==> config.mk <==
export PLATFORM = sky130hd
export DESIGN_NAME = cin_rx_top
export DESIGN_NICKNAME = d
export VERILOG_FILES = /design/src/source/cin_lane_pkg.sv /design/src/source/cin_reg_pkg.sv /design/src/source/cin_rx_top.sv /design/src/source/cin_readback.sv /design/src/source/cin_lane.sv /design/src/source/cin_reg_decode.sv
export VERILOG_INCLUDE_DIRS = /design/src /design/src/source
export SDC_FILE = /design/constraint.sdc
export NUM_CORES = 2
export LEC_CHECK = 0
export ABC_AREA = 1
export BUFFER_PORTS_ARGS = -buffer_cell sky130_fd_sc_hd__buf_2
export CORE_MARGIN = 4
export CORE_UTILIZATION = 25
export CTS_BUF_LIST = sky130_fd_sc_hd__clkbuf_8 sky130_fd_sc_hd__clkbuf_16
export DETAILED_ROUTE_END_ITERATION = 8
export GPL_TIMING_DRIVEN = 0
export PLACE_DENSITY = 0.39
export REMOVE_ABC_BUFFERS = 1
export SYNTH_ARGS = -nofsm -noshare
export SYNTH_HDL_FRONTEND = slang
export SYNTH_SLANG_ARGS = --single-unit
==> constraint.sdc <==
create_clock -name cin_clk_i -period 4.55 [get_ports cin_clk_i]
set_clock_uncertainty 0.05 [all_clocks]
set_input_delay 0.91 -clock cin_clk_i [delete_from_list [all_inputs] [get_ports cin_clk_i]]
set_output_delay 0.91 -clock cin_clk_i [all_outputs]
set_load 0.05 [all_outputs]
==> src/source/cin_cfg.svh <==
`ifndef CIN_CFG_SVH
`define CIN_CFG_SVH

// lane count, seven cin bits plus cintio
`define CIN_NUM_LANES 8

// deserializer delivers one nibble per clock
`define CIN_NIBBLE_W 4
`define CIN_WORD_W 32
`define CIN_NIBBLES_PER_WORD 8

// register address is lane field over register field
`define CIN_ADR_W 6

// error counter is one bit wider than the interval so it cannot wrap
`define CIN_ERRCNT_W 25
`define CIN_INTERVAL_W 24

// training word sent by the far end while the link is trained
`define CIN_TRAIN_VALUE 32'hA55A6996

`endif
==> src/source/cin_lane_pkg.sv <==
`default_nettype none
`include "cin_cfg.svh"

package cin_lane_pkg;

    // one deserialized nibble
    typedef logic [`CIN_NIBBLE_W-1:0] nibble_t;

    // assembled lane word
    typedef logic [`CIN_WORD_W-1:0] word_t;

    // nibble position inside a word, also the slip phase
    localparam int SLIP_W = $clog2(`CIN_NIBBLES_PER_WORD);
    typedef logic [SLIP_W-1:0] slip_t;

    // training error counts and the interval in words
    typedef logic [`CIN_ERRCNT_W-1:0] errcnt_t;
    typedef logic [`CIN_INTERVAL_W-1:0] interval_t;

    // low bits of REG_CTRL as read back
    // enable and training at the bottom, slip phase in 6:4
    localparam int CTRL_RB_W = 7;
    typedef logic [CTRL_RB_W-1:0] ctrl_rb_t;

endpackage

`default_nettype wire

==> src/source/cin_reg_pkg.sv <==
`default_nettype none
`include "cin_cfg.svh"

package cin_reg_pkg;

    // address field widths
    localparam int LANE_W = $clog2(`CIN_NUM_LANES);
    localparam int SEL_W = `CIN_ADR_W - LANE_W;

    typedef logic [LANE_W-1:0] lane_idx_t;

    // registers within one lane
    typedef enum logic [SEL_W-1:0] {
        REG_CTRL     = 3'd0,
        REG_SLIP     = 3'd1,
        REG_CAPTURE  = 3'd2,
        REG_ERRCNT   = 3'd3,
        REG_INTERVAL = 3'd4
    } reg_sel_t;

    // lane in the upper bits, register in the lower bits
    typedef struct packed {
        lane_idx_t lane;
        reg_sel_t  sel;
    } reg_adr_t;

    // REG_CTRL bit positions
    localparam int CTRL_EN_BIT = 0;
    localparam int CTRL_TRAIN_BIT = 1;
    localparam int CTRL_SLIP_LSB = 4;

endpackage

`default_nettype wire

==> src/source/cin_rx_top.sv <==
`timescale 1ns/100ps
`default_nettype none
`include "cin_cfg.svh"

module cin_rx_top
    import cin_reg_pkg::*, cin_lane_pkg::*;
(
    input  wire logic                                    cin_clk_i,
    input  wire logic                                    rst,
    // one nibble per lane, lane i in field i
    input  wire logic [`CIN_NUM_LANES*`CIN_NIBBLE_W-1:0] lane_data_i,
    // register port
    input  wire logic                                    reg_wr_i,
    input  wire logic                                    reg_rd_i,
    input  wire reg_adr_t                                reg_adr_i,
    input  wire word_t                                   reg_wdat_i,
    output word_t                                        reg_rdat_o,
    output logic                                         reg_rvalid_o,
    // lane word outputs
    output logic [`CIN_NUM_LANES*`CIN_WORD_W-1:0]        cin_response_o,
    output logic [`CIN_NUM_LANES-1:0]                    cin_valid_o
);

    // decoded commands
    logic [`CIN_NUM_LANES-1:0] wr_ctrl;
    logic [`CIN_NUM_LANES-1:0] wr_slip;
    logic [`CIN_NUM_LANES-1:0] wr_interval;
    logic rd_stb;
    lane_idx_t rd_lane;
    reg_sel_t rd_sel;
    word_t cmd_wdat;

    // per-lane readback sources
    word_t capture_words [`CIN_NUM_LANES];
    ctrl_rb_t ctrl_vals [`CIN_NUM_LANES];
    errcnt_t errcnts [`CIN_NUM_LANES];

    cin_reg_decode u_decode (
        .cin_clk_i     (cin_clk_i),
        .rst           (rst),
        .reg_wr_i      (reg_wr_i),
        .reg_rd_i      (reg_rd_i),
        .reg_adr_i     (reg_adr_i),
        .reg_wdat_i    (reg_wdat_i),
        .wr_ctrl_o     (wr_ctrl),
        .wr_slip_o     (wr_slip),
        .wr_interval_o (wr_interval),
        .rd_stb_o      (rd_stb),
        .rd_lane_o     (rd_lane),
        .rd_sel_o      (rd_sel),
        .cmd_wdat_o    (cmd_wdat)
    );

    for (genvar i = 0; i < `CIN_NUM_LANES; i++) begin : g_lane
        cin_lane u_lane (
            .cin_clk_i      (cin_clk_i),
            .rst            (rst),
            .nibble_i       (lane_data_i[i*`CIN_NIBBLE_W +: `CIN_NIBBLE_W]),
            .wr_ctrl_i      (wr_ctrl[i]),
            .wr_slip_i      (wr_slip[i]),
            .wr_interval_i  (wr_interval[i]),
            .cmd_wdat_i     (cmd_wdat),
            .word_o         (cin_response_o[i*`CIN_WORD_W +: `CIN_WORD_W]),
            .word_valid_o   (cin_valid_o[i]),
            .capture_word_o (capture_words[i]),
            .ctrl_o         (ctrl_vals[i]),
            .errcnt_o       (errcnts[i])
        );
    end

    cin_readback u_readback (
        .cin_clk_i       (cin_clk_i),
        .rst             (rst),
        .rd_stb_i        (rd_stb),
        .rd_lane_i       (rd_lane),
        .rd_sel_i        (rd_sel),
        .capture_words_i (capture_words),
        .ctrl_i          (ctrl_vals),
        .errcnt_i        (errcnts),
        .reg_rdat_o      (reg_rdat_o),
        .reg_rvalid_o    (reg_rvalid_o)
    );

endmodule

`default_nettype wire

==> src/source/cin_readback.sv <==
`timescale 1ns/100ps
`default_nettype none
`include "cin_cfg.svh"

module cin_readback
    import cin_reg_pkg::*, cin_lane_pkg::*;
(
    input  wire logic      cin_clk_i,
    input  wire logic      rst,
    input  wire logic      rd_stb_i,
    input  wire lane_idx_t rd_lane_i,
    input  wire reg_sel_t  rd_sel_i,
    input  wire word_t     capture_words_i [`CIN_NUM_LANES],
    input  wire ctrl_rb_t  ctrl_i [`CIN_NUM_LANES],
    input  wire errcnt_t   errcnt_i [`CIN_NUM_LANES],
    output word_t          reg_rdat_o,
    output logic           reg_rvalid_o
);

    // selected register, zero-extended to a full word
    word_t rd_word;

    always_comb begin
        case (rd_sel_i)
            REG_CTRL:
                rd_word = {{(`CIN_WORD_W-CTRL_RB_W){1'b0}}, ctrl_i[rd_lane_i]};
            REG_CAPTURE:
                rd_word = capture_words_i[rd_lane_i];
            REG_ERRCNT:
                rd_word = {{(`CIN_WORD_W-`CIN_ERRCNT_W){1'b0}}, errcnt_i[rd_lane_i]};
            // slip and interval are write-only
            default:
                rd_word = '0;
        endcase
    end

    always_ff @(posedge cin_clk_i) begin
        if (rst) begin
            reg_rvalid_o <= 1'b0;
        end else begin
            reg_rvalid_o <= rd_stb_i;
        end
    end

    // read data holds until the next response
    always_ff @(posedge cin_clk_i) begin
        if (rd_stb_i) begin
            reg_rdat_o <= rd_word;
        end
    end

endmodule

`default_nettype wire

==> src/source/cin_lane.sv <==
`timescale 1ns/100ps
`default_nettype none
`include "cin_cfg.svh"

module cin_lane
    import cin_reg_pkg::*, cin_lane_pkg::*;
(
    input  wire logic    cin_clk_i,
    input  wire logic    rst,
    input  wire nibble_t nibble_i,
    input  wire logic    wr_ctrl_i,
    input  wire logic    wr_slip_i,
    input  wire logic    wr_interval_i,
    input  wire word_t   cmd_wdat_i,
    output word_t        word_o,
    output logic         word_valid_o,
    output word_t        capture_word_o,
    output ctrl_rb_t     ctrl_o,
    output errcnt_t      errcnt_o
);

    // free-running nibble position and the slip phase it is compared to
    slip_t nib_cnt;
    slip_t slip;
    // slip request that landed on a word boundary
    logic slip_pend;
    logic slip_req;

    // control bits
    logic en;
    logic train;

    // the seven nibbles received before the current one
    logic [`CIN_WORD_W-`CIN_NIBBLE_W-1:0] shreg;
    word_t asm_word;

    logic word_done;
    logic emit;
    logic bit_err;

    // interval state
    interval_t interval;
    interval_t word_cnt;
    errcnt_t run_cnt;

    // first nibble of a word ends up in the top bits
    assign asm_word = {shreg, nibble_i};
    assign word_done = (nib_cnt == slip);
    assign emit = word_done && en;
    assign bit_err = train && (asm_word != `CIN_TRAIN_VALUE);

    // a slip applied on a boundary cycle would give a one-cycle word
    // so it waits one cycle in that case
    assign slip_req = wr_slip_i || slip_pend;

    always_comb begin
        ctrl_o = '0;
        ctrl_o[CTRL_EN_BIT] = en;
        ctrl_o[CTRL_TRAIN_BIT] = train;
        ctrl_o[CTRL_SLIP_LSB +: SLIP_W] = slip;
    end

    // word assembly, slip and control register
    always_ff @(posedge cin_clk_i) begin
        if (rst) begin
            nib_cnt <= '0;
            slip <= '0;
            slip_pend <= 1'b0;
            en <= 1'b0;
            train <= 1'b0;
            word_valid_o <= 1'b0;
        end else begin
            // wraps at eight nibbles
            nib_cnt <= nib_cnt + 1'b1;
            // each slip moves the boundary one nibble later
            if (slip_req && !word_done) begin
                slip <= slip + 1'b1;
            end
            slip_pend <= slip_req && word_done;
            if (wr_ctrl_i) begin
                en <= cmd_wdat_i[CTRL_EN_BIT];
                train <= cmd_wdat_i[CTRL_TRAIN_BIT];
            end
            word_valid_o <= emit;
        end
    end

    // shifter and word outputs
    always_ff @(posedge cin_clk_i) begin
        shreg <= asm_word[`CIN_WORD_W-`CIN_NIBBLE_W-1:0];
        if (word_done) begin
            word_o <= asm_word;
        end
        // capture keeps the last word actually sent out
        if (emit) begin
            capture_word_o <= asm_word;
        end
    end

    // training error counter over an interval of emitted words
    always_ff @(posedge cin_clk_i) begin
        if (rst) begin
            interval <= '0;
            word_cnt <= '0;
            run_cnt <= '0;
            errcnt_o <= '0;
        end else if (wr_interval_i) begin
            // new interval restarts the count
            interval <= cmd_wdat_i[`CIN_INTERVAL_W-1:0];
            word_cnt <= '0;
            run_cnt <= '0;
        end else if (emit && interval != '0) begin
            if (word_cnt == interval - 1'b1) begin
                // interval done, publish including this word
                errcnt_o <= run_cnt + errcnt_t'(bit_err);
                run_cnt <= '0;
                word_cnt <= '0;
            end else begin
                run_cnt <= run_cnt + errcnt_t'(bit_err);
                word_cnt <= word_cnt + 1'b1;
            end
        end
    end

endmodule

`default_nettype wire

==> src/source/cin_reg_decode.sv <==
`timescale 1ns/100ps
`default_nettype none
`include "cin_cfg.svh"

module cin_reg_decode
    import cin_reg_pkg::*, cin_lane_pkg::*;
(
    input  wire logic                      cin_clk_i,
    input  wire logic                      rst,
    input  wire logic                      reg_wr_i,
    input  wire logic                      reg_rd_i,
    input  wire reg_adr_t                  reg_adr_i,
    input  wire word_t                     reg_wdat_i,
    output logic [`CIN_NUM_LANES-1:0]      wr_ctrl_o,
    output logic [`CIN_NUM_LANES-1:0]      wr_slip_o,
    output logic [`CIN_NUM_LANES-1:0]      wr_interval_o,
    output logic                           rd_stb_o,
    output lane_idx_t                      rd_lane_o,
    output reg_sel_t                       rd_sel_o,
    output word_t                          cmd_wdat_o
);

    // one-hot select of the addressed lane
    logic [`CIN_NUM_LANES-1:0] lane_hot;

    assign lane_hot = {{(`CIN_NUM_LANES-1){1'b0}}, 1'b1} << reg_adr_i.lane;

    // write strobes and read strobe, all one cycle behind the request
    always_ff @(posedge cin_clk_i) begin
        if (rst) begin
            wr_ctrl_o <= '0;
            wr_slip_o <= '0;
            wr_interval_o <= '0;
            rd_stb_o <= 1'b0;
        end else begin
            // only writable registers get a strobe
            wr_ctrl_o <= (reg_wr_i && reg_adr_i.sel == REG_CTRL) ? lane_hot : '0;
            wr_slip_o <= (reg_wr_i && reg_adr_i.sel == REG_SLIP) ? lane_hot : '0;
            wr_interval_o <= (reg_wr_i && reg_adr_i.sel == REG_INTERVAL) ? lane_hot : '0;
            rd_stb_o <= reg_rd_i;
        end
    end

    // address and data are held from the last request
    always_ff @(posedge cin_clk_i) begin
        if (reg_rd_i) begin
            rd_lane_o <= reg_adr_i.lane;
            rd_sel_o <= reg_adr_i.sel;
        end
        // write data is broadcast to every lane
        if (reg_wr_i) begin
            cmd_wdat_o <= reg_wdat_i;
        end
    end

endmodule

`default_nettype wire

-- After elaboration in Yosys (flattened, before gate mapping)
Index checks and enable logic that the tools add are counted.
- word-level logic and storage cells: 309
- register bits: 1688
- $add $sub $neg: 40
- eq/ne operators: 28
- bitwise logic cells: 12
- order comparisons: 1
- shifts and indexed selects: 1
- reductions and logical operators: 88
- mux-type cells: 26
- operator list (cell ; count):
    != test 32 bit, second input constant ; 8
    two-way mux 25 bit ; 10
    adder 25 x 1 -> 25 bit ; 8
    adder 24 x 1 -> 24 bit, second input constant ; 8
    equality test 24 bit ; 8
    two-way mux 24 bit ; 8
    nonzero test 24 bit ; 8
    subtractor 24 x 1 -> 24 bit, second input constant ; 8
    binary-select mux 32 bit (select 3 bit) ; 1
    one-hot mux 32 bit (3 select lines) ; 1
    binary-select mux 25 bit (select 3 bit) ; 1
    two-way mux 32 bit ; 2
    adder 3 x 1 -> 3 bit, second input constant ; 16
    logical AND 1 bit ; 43
    equality test 3 bit ; 8
    AND reduction 3 bit ; 8
    OR reduction 2 bit ; 11
    binary-select mux 7 bit (select 3 bit) ; 1
    two-way mux 7 bit ; 2
    inverter 1 bit ; 11
    logical NOT 1 bit ; 8
    logical OR 1 bit ; 8
    << shifter 1 x 3 -> 8 bit, first input constant ; 1
    equality test 3 x 2 -> 1 bit, second input constant ; 2
    other kinds (5) ; 6

-- Depth between registers and ports, before layout
- word-level depth: 5
- mapped depth: 19

-- Hierarchy
A second synthesis with hierarchy kept.
- cells, all modules: 9448
- area total of the unflattened synthesis: 77738.3 um2
- modules (own cells, without submodules) (module ; cells an instance ; area each (um2) ; sequential area each (um2) ; times used):
    cin_lane at g_lane[0].u_lane ... ; 1019 ; 8749.6 ; 4644.5 ; 6
    cin_lane at g_lane[7].u_lane ; 997 ; 8599.5 ; 4644.5 ; 1
    cin_lane at g_lane[2].u_lane ; 975 ; 8546.9 ; 4644.5 ; 1
    cin_readback ; 1253 ; 6200.9 ; 980.9 ; 1
    cin_reg_decode ; 109 ; 1893.1 ; 1641.6 ; 1

-- Worst setup path before layout
No wires, ideal clock.
- kind: register -> register
- start: register g_lane[4].u_lane.slip[0]
- end: register g_lane[4].u_lane.word_cnt[17]
- setup time: 0.056 ns
- path slack: 0.861 ns
- buffers on the path: 0
- period minus slack after synthesis: 3.689 ns
- data required time: 4.444 ns
- arrival: 3.583 ns
- stages on the path, launching flop included: 12
- path through: dfxtp_1 -> xnor2_1 -> nand3_1 -> nor2_1 -> nand2_1 -> inv_2 -> nand2_1 -> nor2_1 -> nand3_1 -> xor2_1 -> or2_2 -> inv_1
- cells in the longest elaborated chain, start to end: 3
- ends and longest elaborated chain (item ; RTL line ; source):
    from (decl) ; cin_lane.sv:24 ; slip_t slip;
    from (signal assigned) ; cin_lane.sv:77 ; slip <= slip + 1'b1;
    equality test 3 bit ; cin_lane.sv:48 ; assign word_done = (nib_cnt == slip);
    logical AND 1 bit ; cin_lane.sv:49 ; assign emit = word_done && en;
    named net g_lane[4].u_lane.emit ; cin_lane.sv:38 ; logic emit;
    logical AND 1 bit ; cin_lane.sv:112 ; end else if (emit && interval != '0) begin
    to (signal assigned) ; cin_lane.sv:120 ; word_cnt <= word_cnt + 1'b1;
    to (decl) ; cin_lane.sv:43 ; interval_t word_cnt;
The timed path passes the listed nets, and every way through them passes these cells.
A chain may end at the register's enable or synchronous reset.

-- Worst setup path after layout
- start: register g_lane[6].u_lane.slip[0]
- end: register g_lane[6].u_lane.errcnt_o[0]
- cells in the longest elaborated chain, start to end: 4
- ends and longest elaborated chain (item ; RTL line ; source):
    from (decl) ; cin_lane.sv:24 ;
    from (signal assigned) ; cin_lane.sv:77 ;
    equality test 3 bit ; cin_lane.sv:48 ;
    logical AND 1 bit ; cin_lane.sv:49 ;
    named net g_lane[6].u_lane.emit ; cin_lane.sv:38 ;
    logical AND 1 bit ; cin_lane.sv:112 ;
    AND reduction 3 bit (no line) ; - ;
    to (signal assigned) ; cin_lane.sv:115 ; errcnt_o <= run_cnt + errcnt_t'(bit_err);
    to (decl) ; cin_lane.sv:19 ; output errcnt_t errcnt_o
The timed path passes the listed nets, and every way through them passes these cells.

==> metrics.txt <==
detailed-route vias per instance=4.57; critical path arrival=just under 5 ns; Routed Antenna Nets=0; register area share after synthesis=between 50 and 60%; IO Pins=roughly 370; vias in the first global route=60044; Total Power=~0.037 W; Post-Route Setup TNS=0 ns; clk buf depth=4; Port Buffer Count=362; met3 routed WL=between 10 and 15 mm; HP Class=input port to register; clk sink count=1688; Starting Density=roughly a quarter; Finished Layout Cells=about 14000; worst path required time=~5.2 ns; most instantiated cells after synthesis=nand2_1, nor2_1, dfxtp_1; Die Span X=approximately 560 um; clock-pin slew on the worst setup and hold paths=around 0.060 ns; final hold violation count=0; drt pass-1 iters=6; cell count after synthesis=a little over 9000; total track usage=roughly 17%; number of synthesized flops with an enable pin=roughly 570; maxcap violations=0; RSZ-0062 raised after global routing=false; CTS tree=built; top layer in use=met4; CTS buffer count=206; Post-Route M1 WL=123 mm; final setup fails=0; GRT overflow=0; htree depth=4; ranking of synthesized cells by area=dfxtp_1, edfxtp_1, nand2_1; initial antenna violation count=34; Die H=~560 um; Avg Cell Area, Syn=just over 8 sq um; layout cells sized above 1=under 10%; vias post-DR=between 60000 and 70000; DR WL/cell=around 20 um; die footprint=about 0.31 sq mm; placer congestion estimate=0.863; fillers=roughly 32000; post-layout min period=4.15 ns; element type at the critical path start=register; Post-Place Cells=13181; top-count cell post-synth=nand2_1; Synth cell types=58; post-route clock period utilization=between 90% and 100%; post-CTS setup buffers=0; Slew Viols, Final=0; P_leak=between 30 and 40 nW; type of element capturing the critical path=register; highest fanout seen on the critical path=36; run status=finished clean; Final nets=about 9600; clock root cell=clkbuf_16; largest net degree at the start of global routing=roughly 150; worst-margin pin slew=roughly 1.4 ns; max_slew headroom=under 10%; dominant synthesized flop cell=dfxtp_1; Residual DRC=0; Skew-Pair Late Insertion Delay=slightly above 0.9 ns; ys async rst share=0%; Synth top area share=~30%; Synth Cell Area=roughly 0.075 sq mm; Yosys reg bits=around 1700; PwrDens=411 mW/mm^2; first-pass GRT wire length=~400 mm; DRT iter0 DRCs=4564; Crit Path Class=register to register; area leader, netlist=dfxtp_1; synth warn=0; f_max=about 240 MHz; Synth-to-Final Area Change=18.2%; Detail Placement HPWL=slightly below 200 mm; final wirelength=270 mm; Core Area=0.300 sq mm; Peak VDD IR=about 0.35 mV; site row count=201; met2 wire length=127 mm
==> cell type report <==
class / count / area [sq um] / share of cell area, %
timing repair buffer: 420 / 3170 / 3.56
sequential: 1688 / 39500 / 44.4
tap: 3958 / 4950 / 5.57
clock inverter: 149 / 1400 / 1.58
multi-input combinational: 6256 / 31000 / 34.9
clock buffer: 235 / 5550 / 6.24
antenna: 21 / 52.6 / 0.0591
inverter: 860 / 3270 / 3.68
==> path summary, 6_finish.rpt <==
| path | start | to | slack, ns | cells past startpoint |
|---|---|---|---|---|
| min reg2reg | g_lane[0].u_lane.shreg[16] | g_lane[0].u_lane.shreg[20] | 0.33 | 0 |
| max reg2reg | g_lane[6].u_lane.slip[0] | g_lane[6].u_lane.errcnt_o[0] | 0.40 | 8 |
| max | g_lane[6].u_lane.slip[0] | g_lane[6].u_lane.errcnt_o[0] | 0.40 | 8 |
| min | lane_data_i[11] | g_lane[2].u_lane.shreg[3] | 0.12 | 1 |
==> worst max-delay path, stage by stage (launching register included) <==
cell and delay (ns):
dfxtp_1 0.41, xnor2_1 0.14, nand3_1 0.22, nor2_4 0.69, nand2_2 0.65, inv_4 0.59
nand4_2 0.79, nor2_1 0.36, nor2_1 0.08
==> flip-flops by register name, summed over array words and instances (netlist names) <==
signal                        count
u_decode.wr_ctrl_o                8
g_lane.u_lane.nib_cnt            24
u_decode.wr_slip_o                8
g_lane.u_lane.slip_pend           8
u_readback.reg_rdat_o            32
g_lane.u_lane.word_cnt          192
g_lane.u_lane.interval          192
u_decode.rd_lane_o                3
u_decode.rd_sel_o                 3
g_lane.u_lane.word_valid_o        8
g_lane.u_lane.shreg             224
g_lane.u_lane.en                  8
g_lane.u_lane.errcnt_o          200
g_lane.u_lane.run_cnt           200
g_lane.u_lane.capture_word_o    256
u_readback.reg_rvalid_o           1
u_decode.wr_interval_o            8
g_lane.u_lane.word_o            256
u_decode.rd_stb_o                 1
g_lane.u_lane.slip               24
g_lane.u_lane.train               8
u_decode.cmd_wdat_o              24
==> where the power goes <==
group | leakage [nW] | switching [W] | total [W] | internal, W
clock | 3.55 | 0.00697 | 0.0169 | 0.00990
sequential | 14.5 | 0.000475 | 0.0166 | 0.0161
combinational | 17.9 | 0.00241 | 0.00307 | 0.000651
==> layer usage <==
| layer | GRT usage, % | up-vias |
|---|---|---|
| met4 | 5.25 | 0 |
| met1 | 22.7 | 29657 |
| met3 | 2.09 | 356 |
| met2 | 28.2 | 1320 |
| met5 | 0 | - |
| li1 | - | 30731 |
==> cells by family (layout without fill, tap and decap cells) <==
group / count (synthesis) / count (layout) / synth area share [%]
AOI/OAI and AO/OA: 1204 / 1204 / 8.50
xor gates and xnor gates: 499 / 499 / 5.91
DFF: 1688 / 1688 / 52.6
other: 0 / 21 / 0
buffers and inverters: 1215 / 1664 / 6.38
adders and majority gates: 48 / 48 / 0.798
and+or+nand+nor: 4504 / 4505 / 25.9
==> timing repair <==
action | CTS | global route
gates cloned | 1 | 0
pin swaps | 1 | 1
resized for setup | 10 | 5
hold buffers | 0 | 0
endpoints found under the setup margin | 172 | 42
==> cells in the final DEF, fill, tap and decap left out, types with 33 or more instances in the layout <==
| cell type | count |
|---|---|
| nand3_1 | 548 |
| nor4_1 | 48 |
| o21ai_0 | 545 |
| ha_1 | 48 |
| nor3_1 | 148 |
| o211ai_1 | 34 |
| buf_16 | 33 |
| edfxtp_1 | 574 |
| clkbuf_16 | 206 |
| nor2_2 | 57 |
| nand4_1 | 243 |
| a21oi_1 | 512 |
| nand2_1 | 1801 |
| inv_1 | 849 |
| buf_2 | 361 |
| dfxtp_1 | 1113 |
| nor2_1 | 1469 |
| o221ai_1 | 38 |
| clkinv_2 | 49 |
| nand3b_1 | 76 |
| xor2_1 | 294 |
| xnor2_1 | 199 |
==> per-stage QoR <==
stage / utilization [%] / setup slack [ns] / hold WS (ns) / area [sq um]
after global placement: 26.8 / -19.65 / 0.327 / 80400
after detailed placement: 27.3 / -1.11 / 0.319 / 81900
after floorplan: - / -5.14 / 0.308 / 73700
final: 29.7 / 0.403 / 0.124 / 89000
after global routing: 29.7 / 0.00380 / 0.0650 / 88900
after CTS: 29.6 / 0.166 / 0.0247 / 88900
Power figures use the tool's default switching activity.
